[src/mini_rv_pkg.sv]
`default_nettype none

package mini_rv_pkg;

    ////////////////////////////////////////////////////////////////////////////
    // sizes
    ////////////////////////////////////////////////////////////////////////////

    // data path width
    localparam int xlen = 32;
    // instruction store depth, in words
    localparam int imem_words = 32;
    // word address into the instruction store
    localparam int imem_addr_w = 5;

    ////////////////////////////////////////////////////////////////////////////
    // encodings
    ////////////////////////////////////////////////////////////////////////////

    // major opcodes the core knows, everything else is a nop
    typedef enum logic [6:0] {
        op_r     = 7'b0110011,
        op_imm   = 7'b0010011,
        op_lui   = 7'b0110111,
        op_jal   = 7'b1101111,
        op_store = 7'b0100011
    } opcode_e;

    // alu functions
    typedef enum logic [2:0] {
        alu_add    = 3'd0,
        alu_sub    = 3'd1,
        alu_and    = 3'd2,
        alu_or     = 3'd3,
        alu_xor    = 3'd4,
        alu_pass_b = 3'd5
    } alu_op_e;

    ////////////////////////////////////////////////////////////////////////////
    // bundles
    ////////////////////////////////////////////////////////////////////////////

    // one word write into the instruction store
    typedef struct packed {
        logic                   wr_en;
        logic [imem_addr_w-1:0] addr;
        logic [xlen-1:0]        data;
    } imem_wr_t;

    // decoder output
    typedef struct packed {
        logic [4:0]      rd;
        logic [4:0]      rs1;
        logic [4:0]      rs2;
        logic [xlen-1:0] imm;
        alu_op_e         alu_op;
        logic            use_imm;
        logic            reg_write;
        logic            is_store;
        logic            is_jal;
    } decoded_t;

    // register file write port
    typedef struct packed {
        logic            wr_en;
        logic [4:0]      rd;
        logic [xlen-1:0] data;
    } rf_wr_t;

endpackage

`default_nettype wire
[src/riscv_core_top.sv]
`timescale 1ns/1ps
`default_nettype none

module riscv_core_top #(
    parameter int clks_per_bit = 8,
    parameter int imem_words   = mini_rv_pkg::imem_words
) (
    input  logic        clk,
    input  logic        rst_n,
    input  logic        debug,
    input  logic        rx,
    input  logic        prog,
    input  logic [4:0]  debug_input,
    output logic [31:0] debug_output
);

    mini_rv_pkg::imem_wr_t               imem_wr;
    logic [mini_rv_pkg::imem_addr_w-1:0] imem_addr;
    logic [31:0]                         ins;
    logic [31:0]                         ins_view;
    logic [31:0]                         dbg_rdata;
    logic [31:0]                         display;

    ////////////////////////////////////////////////////////////////////////////
    // blocks
    ////////////////////////////////////////////////////////////////////////////

    // serial loader
    uart_programmer #(
        .clks_per_bit (clks_per_bit)
    ) u_uart_programmer (
        .clk     (clk),
        .rst_n   (rst_n),
        .rx      (rx),
        .prog    (prog),
        .imem_wr (imem_wr)
    );

    instr_mem #(
        .imem_words (imem_words)
    ) u_instr_mem (
        .clk     (clk),
        .imem_wr (imem_wr),
        .rd_addr (imem_addr),
        .ins     (ins)
    );

    exec_core #(
        .imem_words (imem_words)
    ) u_exec_core (
        .clk         (clk),
        .rst_n       (rst_n),
        .prog        (prog),
        .debug       (debug),
        .debug_input (debug_input),
        .imem_addr   (imem_addr),
        .ins         (ins),
        .ins_view    (ins_view),
        .dbg_rdata   (dbg_rdata),
        .display     (display)
    );

    // debug port, prog beats debug beats display
    always_ff @(posedge clk or negedge rst_n) begin
        if (!rst_n)
            debug_output <= '0;
        else if (prog)
            debug_output <= ins_view;
        else if (debug)
            debug_output <= dbg_rdata;
        else
            debug_output <= display;
    end

endmodule

`default_nettype wire

[src/exec_core.sv]
`timescale 1ns/1ps
`default_nettype none

module exec_core #(
    parameter int imem_words = mini_rv_pkg::imem_words
) (
    input  logic                                clk,
    input  logic                                rst_n,
    input  logic                                prog,
    input  logic                                debug,
    input  logic [4:0]                          debug_input,
    output logic [mini_rv_pkg::imem_addr_w-1:0] imem_addr,
    input  logic [31:0]                         ins,
    output logic [31:0]                         ins_view,
    output logic [31:0]                         dbg_rdata,
    output logic [31:0]                         display
);

    // pc wraps at the end of the instruction store
    localparam logic [31:0] pc_mask = 32'(4 * imem_words - 1);

    logic [31:0]           pc;
    logic [31:0]           pc_plus4;
    logic [31:0]           pc_next;
    logic                  run;
    mini_rv_pkg::decoded_t dec;
    mini_rv_pkg::rf_wr_t   rf_wr;
    logic [4:0]            ra1;
    logic [31:0]           rs1_data;
    logic [31:0]           rs2_data;
    logic [31:0]           alu_b;
    logic [31:0]           alu_res;

    // stepping only outside program and debug modes
    assign run = !prog && !debug;

    ////////////////////////////////////////////////////////////////////////////
    // fetch
    ////////////////////////////////////////////////////////////////////////////

    // in program mode the host peeks at the store
    assign imem_addr = prog ? debug_input : pc[mini_rv_pkg::imem_addr_w+1:2];
    assign ins_view  = ins;

    ////////////////////////////////////////////////////////////////////////////
    // decode
    ////////////////////////////////////////////////////////////////////////////

    always_comb begin
        dec           = '0;
        dec.rd        = ins[11:7];
        dec.rs1       = ins[19:15];
        dec.rs2       = ins[24:20];
        dec.alu_op    = mini_rv_pkg::alu_add;
        case (ins[6:0])
            mini_rv_pkg::op_r: begin
                dec.reg_write = 1'b1;
                case (ins[14:12])
                    3'b000:  dec.alu_op = ins[30] ? mini_rv_pkg::alu_sub : mini_rv_pkg::alu_add;
                    3'b100:  dec.alu_op = mini_rv_pkg::alu_xor;
                    3'b110:  dec.alu_op = mini_rv_pkg::alu_or;
                    3'b111:  dec.alu_op = mini_rv_pkg::alu_and;
                    // unsupported funct3 acts as a nop
                    default: dec.reg_write = 1'b0;
                endcase
            end
            mini_rv_pkg::op_imm: begin
                // addi only
                dec.imm       = {{20{ins[31]}}, ins[31:20]};
                dec.use_imm   = 1'b1;
                dec.reg_write = (ins[14:12] == 3'b000);
            end
            mini_rv_pkg::op_lui: begin
                dec.imm       = {ins[31:12], 12'b0};
                dec.use_imm   = 1'b1;
                dec.alu_op    = mini_rv_pkg::alu_pass_b;
                dec.reg_write = 1'b1;
            end
            mini_rv_pkg::op_jal: begin
                // j-type offset
                dec.imm       = {{12{ins[31]}}, ins[19:12], ins[20], ins[30:21], 1'b0};
                dec.is_jal    = 1'b1;
                dec.reg_write = 1'b1;
            end
            mini_rv_pkg::op_store: begin
                // sw only, the display takes rs2 and no address
                dec.is_store = (ins[14:12] == 3'b010);
            end
            default: ;
        endcase
    end

    ////////////////////////////////////////////////////////////////////////////
    // register file and alu
    ////////////////////////////////////////////////////////////////////////////

    // debug reads borrow port 1
    assign ra1 = debug ? debug_input : dec.rs1;

    regfile u_regfile (
        .clk   (clk),
        .rst_n (rst_n),
        .ra1   (ra1),
        .ra2   (dec.rs2),
        .rd1   (rs1_data),
        .rd2   (rs2_data),
        .rf_wr (rf_wr)
    );

    assign dbg_rdata = rs1_data;
    assign alu_b     = dec.use_imm ? dec.imm : rs2_data;

    always_comb begin
        case (dec.alu_op)
            mini_rv_pkg::alu_sub:    alu_res = rs1_data - alu_b;
            mini_rv_pkg::alu_and:    alu_res = rs1_data & alu_b;
            mini_rv_pkg::alu_or:     alu_res = rs1_data | alu_b;
            mini_rv_pkg::alu_xor:    alu_res = rs1_data ^ alu_b;
            mini_rv_pkg::alu_pass_b: alu_res = alu_b;
            default:                 alu_res = rs1_data + alu_b;
        endcase
    end

    // writeback takes the link address for jal
    assign pc_plus4    = pc + 32'd4;
    assign rf_wr.wr_en = run && dec.reg_write;
    assign rf_wr.rd    = dec.rd;
    assign rf_wr.data  = dec.is_jal ? pc_plus4 : alu_res;

    ////////////////////////////////////////////////////////////////////////////
    // pc and display
    ////////////////////////////////////////////////////////////////////////////

    assign pc_next = (dec.is_jal ? (pc + dec.imm) : pc_plus4) & pc_mask;

    always_ff @(posedge clk or negedge rst_n) begin
        if (!rst_n) begin
            pc      <= '0;
            display <= '0;
        end else if (prog) begin
            // restart from 0 after a load
            pc <= '0;
        end else if (run) begin
            pc <= pc_next;
            if (dec.is_store)
                display <= rs2_data;
        end
    end

    // debug freezes the core
    a_pc_hold_debug: assert property (
        @(posedge clk) disable iff (!rst_n) (debug && !prog) |=> $stable(pc)
    );

endmodule

`default_nettype wire

[src/regfile.sv]
`timescale 1ns/1ps
`default_nettype none

module regfile (
    input  logic                  clk,
    input  logic                  rst_n,
    input  logic [4:0]            ra1,
    input  logic [4:0]            ra2,
    output logic [31:0]           rd1,
    output logic [31:0]           rd2,
    input  mini_rv_pkg::rf_wr_t   rf_wr
);

    // storage for x1..x31 only
    logic [mini_rv_pkg::xlen-1:0] regs [1:31];

    ////////////////////////////////////////////////////////////////////////////
    // write port
    ////////////////////////////////////////////////////////////////////////////

    always_ff @(posedge clk or negedge rst_n) begin
        if (!rst_n) begin
            for (int i = 1; i < 32; i++)
                regs[i] <= '0;
        end else if (rf_wr.wr_en && (rf_wr.rd != 5'd0)) begin
            regs[rf_wr.rd] <= rf_wr.data;
        end
    end

    // async reads with x0 forced to zero
    assign rd1 = (ra1 == 5'd0) ? '0 : regs[ra1];
    assign rd2 = (ra2 == 5'd0) ? '0 : regs[ra2];

    // a write aimed at x0 changes nothing that port 1 reads
    a_x0_zero: assert property (
        @(posedge clk) disable iff (!rst_n)
        (rf_wr.wr_en && (rf_wr.rd == 5'd0)) |=> ((ra1 != $past(ra1)) || $stable(rd1))
    );

endmodule

`default_nettype wire

[src/instr_mem.sv]
`timescale 1ns/1ps
`default_nettype none

module instr_mem #(
    parameter int imem_words = mini_rv_pkg::imem_words
) (
    input  logic                                clk,
    input  mini_rv_pkg::imem_wr_t               imem_wr,
    input  logic [mini_rv_pkg::imem_addr_w-1:0] rd_addr,
    output logic [31:0]                         ins
);

    // word storage, loaded only by the programmer
    logic [31:0] mem [imem_words];

    ////////////////////////////////////////////////////////////////////////////
    // write port
    ////////////////////////////////////////////////////////////////////////////

    // one word per strobe
    always_ff @(posedge clk) begin
        if (imem_wr.wr_en)
            mem[imem_wr.addr] <= imem_wr.data;
    end

    ////////////////////////////////////////////////////////////////////////////
    // read port
    ////////////////////////////////////////////////////////////////////////////

    // combinational fetch, same cycle as the address
    assign ins = mem[rd_addr];

endmodule

`default_nettype wire

[src/uart_programmer.sv]
`timescale 1ns/1ps
`default_nettype none

module uart_programmer #(
    parameter int clks_per_bit = 8
) (
    input  logic                  clk,
    input  logic                  rst_n,
    input  logic                  rx,
    input  logic                  prog,
    output mini_rv_pkg::imem_wr_t imem_wr
);

    localparam int cnt_w = $clog2(clks_per_bit);
    localparam logic [cnt_w-1:0] last_cnt = cnt_w'(clks_per_bit - 1);
    // first sample point, middle of the start bit
    localparam logic [cnt_w-1:0] half_cnt = cnt_w'((clks_per_bit - 1) / 2);

    typedef enum logic [1:0] {
        st_idle,
        st_start,
        st_data,
        st_stop
    } rx_state_e;

    rx_state_e                          state;
    logic [cnt_w-1:0]                   bit_cnt;
    logic [2:0]                         bit_idx;
    logic [7:0]                         rx_byte;
    logic [1:0]                         byte_cnt;
    logic [mini_rv_pkg::imem_addr_w-1:0] addr_cnt;
    logic [mini_rv_pkg::xlen-1:0]       word_sh;
    logic                               rx_meta;
    logic                               rx_sync;
    logic                               byte_done;

    // rx comes from off chip
    always_ff @(posedge clk or negedge rst_n) begin
        if (!rst_n) begin
            rx_meta <= 1'b1;
            rx_sync <= 1'b1;
        end else begin
            rx_meta <= rx;
            rx_sync <= rx_meta;
        end
    end

    // stop bit sampled high, byte is good
    assign byte_done = (state == st_stop) && (bit_cnt == last_cnt) && rx_sync;

    ////////////////////////////////////////////////////////////////////////////
    // 8n1 receive fsm
    ////////////////////////////////////////////////////////////////////////////

    always_ff @(posedge clk or negedge rst_n) begin
        if (!rst_n) begin
            state   <= st_idle;
            bit_cnt <= '0;
            bit_idx <= '0;
            rx_byte <= '0;
        end else begin
            case (state)
                st_idle: begin
                    bit_cnt <= '0;
                    bit_idx <= '0;
                    if (!rx_sync)
                        state <= st_start;
                end
                st_start: begin
                    // recheck start bit at its middle, glitches go back to idle
                    if (bit_cnt == half_cnt) begin
                        bit_cnt <= '0;
                        state   <= rx_sync ? st_idle : st_data;
                    end else begin
                        bit_cnt <= bit_cnt + 1'b1;
                    end
                end
                st_data: begin
                    if (bit_cnt == last_cnt) begin
                        bit_cnt <= '0;
                        // lsb first
                        rx_byte <= {rx_sync, rx_byte[7:1]};
                        bit_idx <= bit_idx + 1'b1;
                        if (bit_idx == 3'd7)
                            state <= st_stop;
                    end else begin
                        bit_cnt <= bit_cnt + 1'b1;
                    end
                end
                default: begin
                    if (bit_cnt == last_cnt) begin
                        bit_cnt <= '0;
                        state   <= st_idle;
                    end else begin
                        bit_cnt <= bit_cnt + 1'b1;
                    end
                end
            endcase
        end
    end

    ////////////////////////////////////////////////////////////////////////////
    // word packing and write strobe
    ////////////////////////////////////////////////////////////////////////////

    always_ff @(posedge clk or negedge rst_n) begin
        if (!rst_n) begin
            byte_cnt      <= '0;
            addr_cnt      <= '0;
            word_sh       <= '0;
            imem_wr.wr_en <= 1'b0;
            imem_wr.addr  <= '0;
            imem_wr.data  <= '0;
        end else begin
            // strobe lasts one cycle
            imem_wr.wr_en <= 1'b0;
            if (!prog) begin
                // outside program mode bytes are dropped, next load starts at 0
                byte_cnt <= '0;
                addr_cnt <= '0;
            end else if (byte_done) begin
                // little endian, newest byte enters at the top
                word_sh  <= {rx_byte, word_sh[31:8]};
                byte_cnt <= byte_cnt + 1'b1;
                if (byte_cnt == 2'd3) begin
                    imem_wr.wr_en <= 1'b1;
                    imem_wr.addr  <= addr_cnt;
                    imem_wr.data  <= {rx_byte, word_sh[31:8]};
                    addr_cnt      <= addr_cnt + 1'b1;
                end
            end
        end
    end

    // no store writes outside program mode
    a_wr_only_in_prog: assert property (
        @(posedge clk) disable iff (!rst_n) imem_wr.wr_en |-> prog
    );

endmodule

`default_nettype wire

[config.mk]
export PLATFORM = sky130hd
export DESIGN_NAME = riscv_core_top
export DESIGN_NICKNAME = d
export VERILOG_FILES = /design/src/mini_rv_pkg.sv /design/src/riscv_core_top.sv /design/src/exec_core.sv /design/src/regfile.sv /design/src/instr_mem.sv /design/src/uart_programmer.sv
export SDC_FILE = /design/constraint.sdc
export NUM_CORES = 2
export LEC_CHECK = 0
export ABC_AREA = 1
export BUFFER_PORTS_ARGS = -buffer_cell sky130_fd_sc_hd__buf_4
export CAP_MARGIN = 20
export CORE_MARGIN = 1.5
export CORE_UTILIZATION = 40
export CTS_CLUSTER_SIZE = 14
export DETAILED_ROUTE_END_ITERATION = 12
export PLACE_DENSITY = 0.56
export SYNTH_ARGS = -nofsm -noshare
export SYNTH_HDL_FRONTEND = slang
export SYNTH_HIERARCHICAL = 1
export SYNTH_SLANG_ARGS = --single-unit
export TNS_END_PERCENT = 1
[constraint.sdc]
create_clock -name clk -period 7.3 [get_ports clk]
set_input_delay 1.46 -clock clk [delete_from_list [all_inputs] [get_ports clk]]
set_output_delay 1.46 -clock clk [all_outputs]
set_load 0.05 [all_outputs]
[Yosys cells after proc, flatten, opt, wreduce, memory -nomap -nowiden]
Memories as Yosys holds them, arrays and structs flattened.
Cells that the tools add are included.
Operators by class
  add/sub/neg operators: 8
  $lt $le $gt $ge: 4
  equal/unequal tests: 27
  multiplexer cells: 52
  bitwise gates (word level): 7
  reduce and logical (&&, ||, !) cells: 26
Operators with widths (number)
  $bwmux W992: 1
  $mux W32: 13
  $bmux W32 S5: 2
  $demux W32 S5: 1
  $pmux W32 S5: 1
  $mux W38: 3
  $pmux W32 S3: 1
  $add A32 B3 Y32 const B: 1
  $add A32 B32 Y32: 1
  $and A32 B32 Y32: 1
  $or A32 B32 Y32: 1
  $sub A32 B32 Y32: 1
  $xor A32 B32 Y32: 1
  $mux W5: 5
  $eq A3 B3 Y1 const B: 7
  $eq A7 B6 Y1 const B: 3
  $ge A6 B6 Y1 const B: 3
  $not A5 Y6: 3
  $pmux W3 S2: 3
  $mux W2: 8
  $eq A3 B2 Y1 const B: 4
  $pmux W3 S4: 1
  $logic_not A5 Y1: 2
  $ne A2 B1 Y1 const B: 5
  other kinds (29): 52
Word-level totals
  register bits after elaboration: 1183
  bits in writable memories: 1024
  bits of input ports: 10
  output and inout bits: 32
  memories kept: 1
Memory list
  u_instr_mem.mem: words 32, bits a word 32, rd ports 1, clocked after Yosys merged registers in 0, wr ports 1, RTL line instr_mem.sv:14  | logic [31:0] mem [imem_words];

[Longest topological paths before layout]
An unclocked memory read counts as a cell.
  word-level depth: 12
  gate-level depth with buffers: 55
  depth with buffers taken out: 48

[By module]
Netlist, hierarchy kept.
Modules (own cells, without submodules)
  regfile: times used 1, cells each 8626, area each 56650.6 um^2, seq. area each 24823.8 um^2
  instr_mem: times used 1, cells each 3504, area each 41765.1 um^2, seq. area each 30749.5 um^2
  exec_core: times used 1, cells each 1090, area each 7413.4 um^2, seq. area each 975.9 um^2
  uart_programmer: times used 1, cells each 372, area each 3495.9 um^2, seq. area each 2179.6 um^2
  riscv_core_top: times used 1, cells each 272, area each 1876.8 um^2, seq. area each 800.8 um^2

[Worst setup path after synthesis]
Ideal clock, no wire load.
  path kind: input to register
  from: input prog
  to: register u_exec_core/u_regfile/regs[791] (netlist name)
  library setup time: 0.083 ns
  arrival time: 7.513 ns
  data required time: 7.217 ns
  setup slack: -0.296 ns
  stages: 46
  buffers on the path: 8
  cell sequence: clkbuf_1 nand2_1 o21ai_0 buf_6 inv_8 buf_8 buf_6 nand2_1 nand3_1 nand3_1 nand2_1 nand2_1 nand2_1 nand2_1 nand2_1 buf_2 nor2_1 buf_2 [... 10 more ...] nand3_2 nor2_2 nand3_2 nor2_1 nand4_1 nand2_1 o21ai_0 xor2_1 ha_1 nand2_1 nor2_1 inv_1 o311ai_0 xnor2_1 a211oi_1 inv_1 clkbuf_1 o21ai_0
RTL lines
  start: declaration: RTL line riscv_core_top.sv:12  | input logic prog,
  end signal: indexed assignment: RTL line regfile.sv:26  | regs[rf_wr.rd] <= rf_wr.data;
  end: declaration: RTL line regfile.sv:15  | logic [mini_rv_pkg::xlen-1:0] regs [1:31];

==> flow_metrics.py <==
metrics = {
    "timing": {
        "period_needed_ns": 7.15,
        "clock_skew_ns": 0.0955,
        "rsz0062_at_grt": "yes",
        "tightest_slew_ns": 1.23,
        "max_freq_ghz": 0.140,
        "slew_headroom": 0.175,
        "period_share": 0.979,
        "slew_violations": 0,
        "setup_violations": 0,
        "hold_violations": 0,
    },
    "power_and_ir_drop": {
        "switching_share": 0.358,
        "p_int_w": 0.0248,
        "p_clk_frac": 0.324,
        "ir_drop_v": 0.000230,
        "p_comb_frac": 0.339,
        "pwr-share-seq": 0.337,
        "p_sw_w": 0.0139,
        "leakagePower_nw": 59.5,
        "pwr_density_cell_nw_per_um2": 293,
    },
    "route": {
        "top_layer_used": "met5",
        "vias_per_cell": 5.50,
        "routed-via-count": 100000,
        "drtAntennaViolNets": 0,
        "first_pass_iters": 8,
        "dr_wl_met2_um": 195000,
        "dr_wl_met3_um": 41400,
        "detailedRoute.firstIterationViolations": 12500,
        "drt-met1-wl_um": 186000,
        "drc_errors": 0,
        "wire_per_inst_um": 24.5,
        "routed_wl_um": 446000,
    },
    "worst_setup_path": {
        "r2r_cells": 47,
        "cp-start-kind": "primary input",
        "cp_max_fo": 14,
        "max_stage_delay_ns": 0.44,
        "cp_common_cell": "nand2_1",
        "end_kind": "register",
        "worst_path_max_delay_cell": "o211ai_1",
        "cp.required_ns": 8.06,
        "critical_path_class": "primary input to register",
        "cp.arrival_ns": 7.90,
    },
    "synth": {
        "yosys.area.top_type": "edfxtp_1",
        "syn_nets": 14000,
        "synth_top_area_share": 0.277,
        "synth-seq-area-share": 0.535,
        "yosysUniqueCellTypes": 63,
        "synthCells": 13900,
        "ys_async_sr_fraction": 0.529,
        "ys.flop_type": "dfrtp_1",
        "ys_seq_elements": 2174,
        "synth_edf_count": 1024,
        "syn_area_um2": 111000,
        "syn_avg_cell_area_um2": 8.02,
        "ys_warn_count": 6,
        "ys_top_cells_by_area": "edfxtp_1, dfrtp_1, nand2_1",
    },
    "global_route": {
        "antenna_found_initial": 11,
        "grt_pass1_vias": 94400,
        "grt_max_degree": 152,
        "grt_pass1_wl_um": 650000,
        "gr-total-overflow": 0,
        "grt_use_total": 0.313,
    },
    "floorplan": {
        "die_h_um": 530,
        "io_pins": 42,
        "rows": 193,
        "start_util": 0.402,
        "die_area_um2": 281000,
        "coreArea_um2": 276000,
        "die_x_um": 530,
    },
    "finish": {
        "fillCellCount": 26800,
        "area_delta_synth_final_pct": 18.7,
        "drive_gt1_frac": 0.126,
        "final_nets": 14400,
        "fin_util": 0.477,
        "final_area_um2": 132000,
    },
    "job": {
        "cap_violations": 0,
    },
    "placement": {
        "place.port_buffers": 41,
        "hpwl_um": 284000,
        "gp_congestion": 0.954,
        "dpl-instance-area_um2": 123000,
    },
    "cts": {
        "cts_sinks": 2174,
        "clk_pin_slew_worst_paths_ns": 0.06,
        "postCtsHoldBufs": 0,
        "cts_tree": "yes",
        "htreeDepth": 4,
        "cts_buffer_depth": 4,
        "insertion_delay_ns": 0.97,
        "cts_buffers": 239,
        "cts_root_buf": "clkbuf_16",
    },
    "min_path": {
        "hold_depth": 0,
        "min_path_type": "register to register",
    },
    "run_status": {
        "status": "complete, no violations",
    },
}
## layout by cell type (no fill, tap or decap), types with 23 or more instances in the layout
cell | netlist | routed
buf_4 | 61 | 893
o21ai_0 | 686 | 658
mux2_2 | 24 | 24
xor2_1 | 47 | 47
dfrtp_1 | 1148 | 1148
nand2_4 | 5 | 23
nand2_1 | 5682 | 5639
nand2_2 | 43 | 66
clkbuf_1 | 478 | 51
nor2_4 | 6 | 57
clkbuf_16 | 0 | 247
buf_12 | 0 | 242
o21ai_1 | 40 | 59
edfxtp_1 | 1024 | 1024
nor2_1 | 319 | 264
clkinv_2 | 2 | 54
clkinv_1 | 3 | 25
inv_1 | 870 | 855
nand3_1 | 2335 | 2330
bufinv_16 | 0 | 25
a21oi_1 | 362 | 359
inv_2 | 21 | 24
ha_1 | 110 | 109
clkbuf_8 | 0 | 26
## logic make-up (layout without fill, tap and decap cells)
logic type      after synthesis  in the layout  synth area share
simple gates               8455           8455             0.316
flops                      2174           2174             0.535
buf+inv                    1867           2504            0.0740
compound gates             1175           1175            0.0553
fa+ha+maj                   112            112            0.0127
xor+xnor                     57             57           0.00449
mux                          24             24           0.00243
other cells                   0             13                 0
## cells in the mapped netlist (79+ instances only)
master,n
nor2_1,319
edfxtp_1,1024
inv_1,870
o21ai_0,686
nand2_1,5682
clkbuf_1,478
buf_1,80
dfrtp_1,1148
ha_1,110
buf_2,265
nand3_1,2335
buf_6,79
a21oi_1,362
## final cells by class
type,count,area (um2),share of cell area
inverters,898,3470,0.0263
repair buffers,1161,12100,0.0913
clock buffers,321,6660,0.0504
clock inverters,123,1390,0.0105
flip-flops and latches,2174,59500,0.451
multi-input cells,9823,44200,0.335
repair inverters,1,11.3,0.0000853
diodes,13,32.5,0.000246
well taps,3705,4640,0.0351
## timing repair
item / in CTS / in global routing
hold endpoints to repair: 0 / 0
gates cloned: 0 / 4
buffers inserted: 0 / 11
endpoints found under the setup margin: 2 / 565
resized for setup: 1 / 76
pin swaps: 0 / 11
## state kept, by name, indices dropped and copies added, names as in the netlist
signal,flops
u_uart_programmer/imem_wr,38
u_uart_programmer/addr_cnt,5
u_uart_programmer/bit_idx,3
u_uart_programmer/state,2
u_instr_mem/mem,1024
u_exec_core/u_regfile/regs,992
u_exec_core/display,32
u_uart_programmer/rx_sync,1
u_uart_programmer/byte_cnt,2
debug_output,32
u_uart_programmer/rx_byte,8
u_uart_programmer/rx_meta,1
u_exec_core/pc,7
u_uart_programmer/bit_cnt,3
u_uart_programmer/word_sh,24
## critical path, delay by kind of cell
kind	cells	cell delay (ns)
simple gates	27	2.65
buf+inv	11	1.67
compound gates	8	1.51
fa+ha+maj	1	0.38
xor+xnor	1	0.16
## power by group through the flow
stage / clock, W / combinational, W / sequential, W
after floorplan: 0 / 0.00585 / 0.0133
after global placement: 0 / 0.0127 / 0.0133
after detailed placement: 0 / 0.0127 / 0.0133
after CTS: 0.0127 / 0.0128 / 0.0130
after global routing: 0.0132 / 0.0140 / 0.0131
final: 0.0126 / 0.0131 / 0.0130
## through the flow
| step | worst slack (ns) | hold slack [ns] | power [W] | setup TNS (ns) | std cells |
|---|---|---|---|---|---|
| after global placement | -0.965 | 0.346 | 0.0260 | -379.54 | 17700 |
| after floorplan | 0.00279 | 0.345 | 0.0192 | 0 | 13900 |
| final | 0.152 | 0.359 | 0.0387 | 0 | 18200 |
| after CTS | 0.0408 | 0.361 | 0.0385 | 0 | 18200 |
| after detailed placement | -0.902 | 0.348 | 0.0260 | -382.69 | 17700 |
| after global routing | -0.132 | 0.363 | 0.0402 | -3.79 | 18200 |
## layer usage
| metal | up-vias | track usage |
|---|---|---|
| li1 | 45900 | - |
| met1 | 48200 | 0.433 |
| met2 | 4997 | 0.478 |
| met3 | 1053 | 0.0527 |
| met4 | 2 | 0.145 |
| met5 | - | 0 |
## final timing paths
check,startpoint,end,slack [ns]
setup / recovery,debug_input[0],u_exec_core/u_regfile/regs[92]$_DFFE_PN0P_,0.15
hold / removal,u_uart_programmer/rx_meta$_DFF_PN1_,u_uart_programmer/rx_sync$_DFF_PN1_,0.36
setup reg to reg,u_exec_core/pc[2]$_DFFE_PN0P_,u_exec_core/u_regfile/regs[92]$_DFFE_PN0P_,0.24
hold reg to reg,u_uart_programmer/rx_meta$_DFF_PN1_,u_uart_programmer/rx_sync$_DFF_PN1_,0.36
max in group asynchronous,rst_n,u_exec_core/u_regfile/regs[923]$_DFFE_PN0P_,5.17
min in group asynchronous,rst_n,u_exec_core/u_regfile/regs[585]$_DFFE_PN0P_,0.53
No activity file was read; power rests on OpenSTA's default activity.
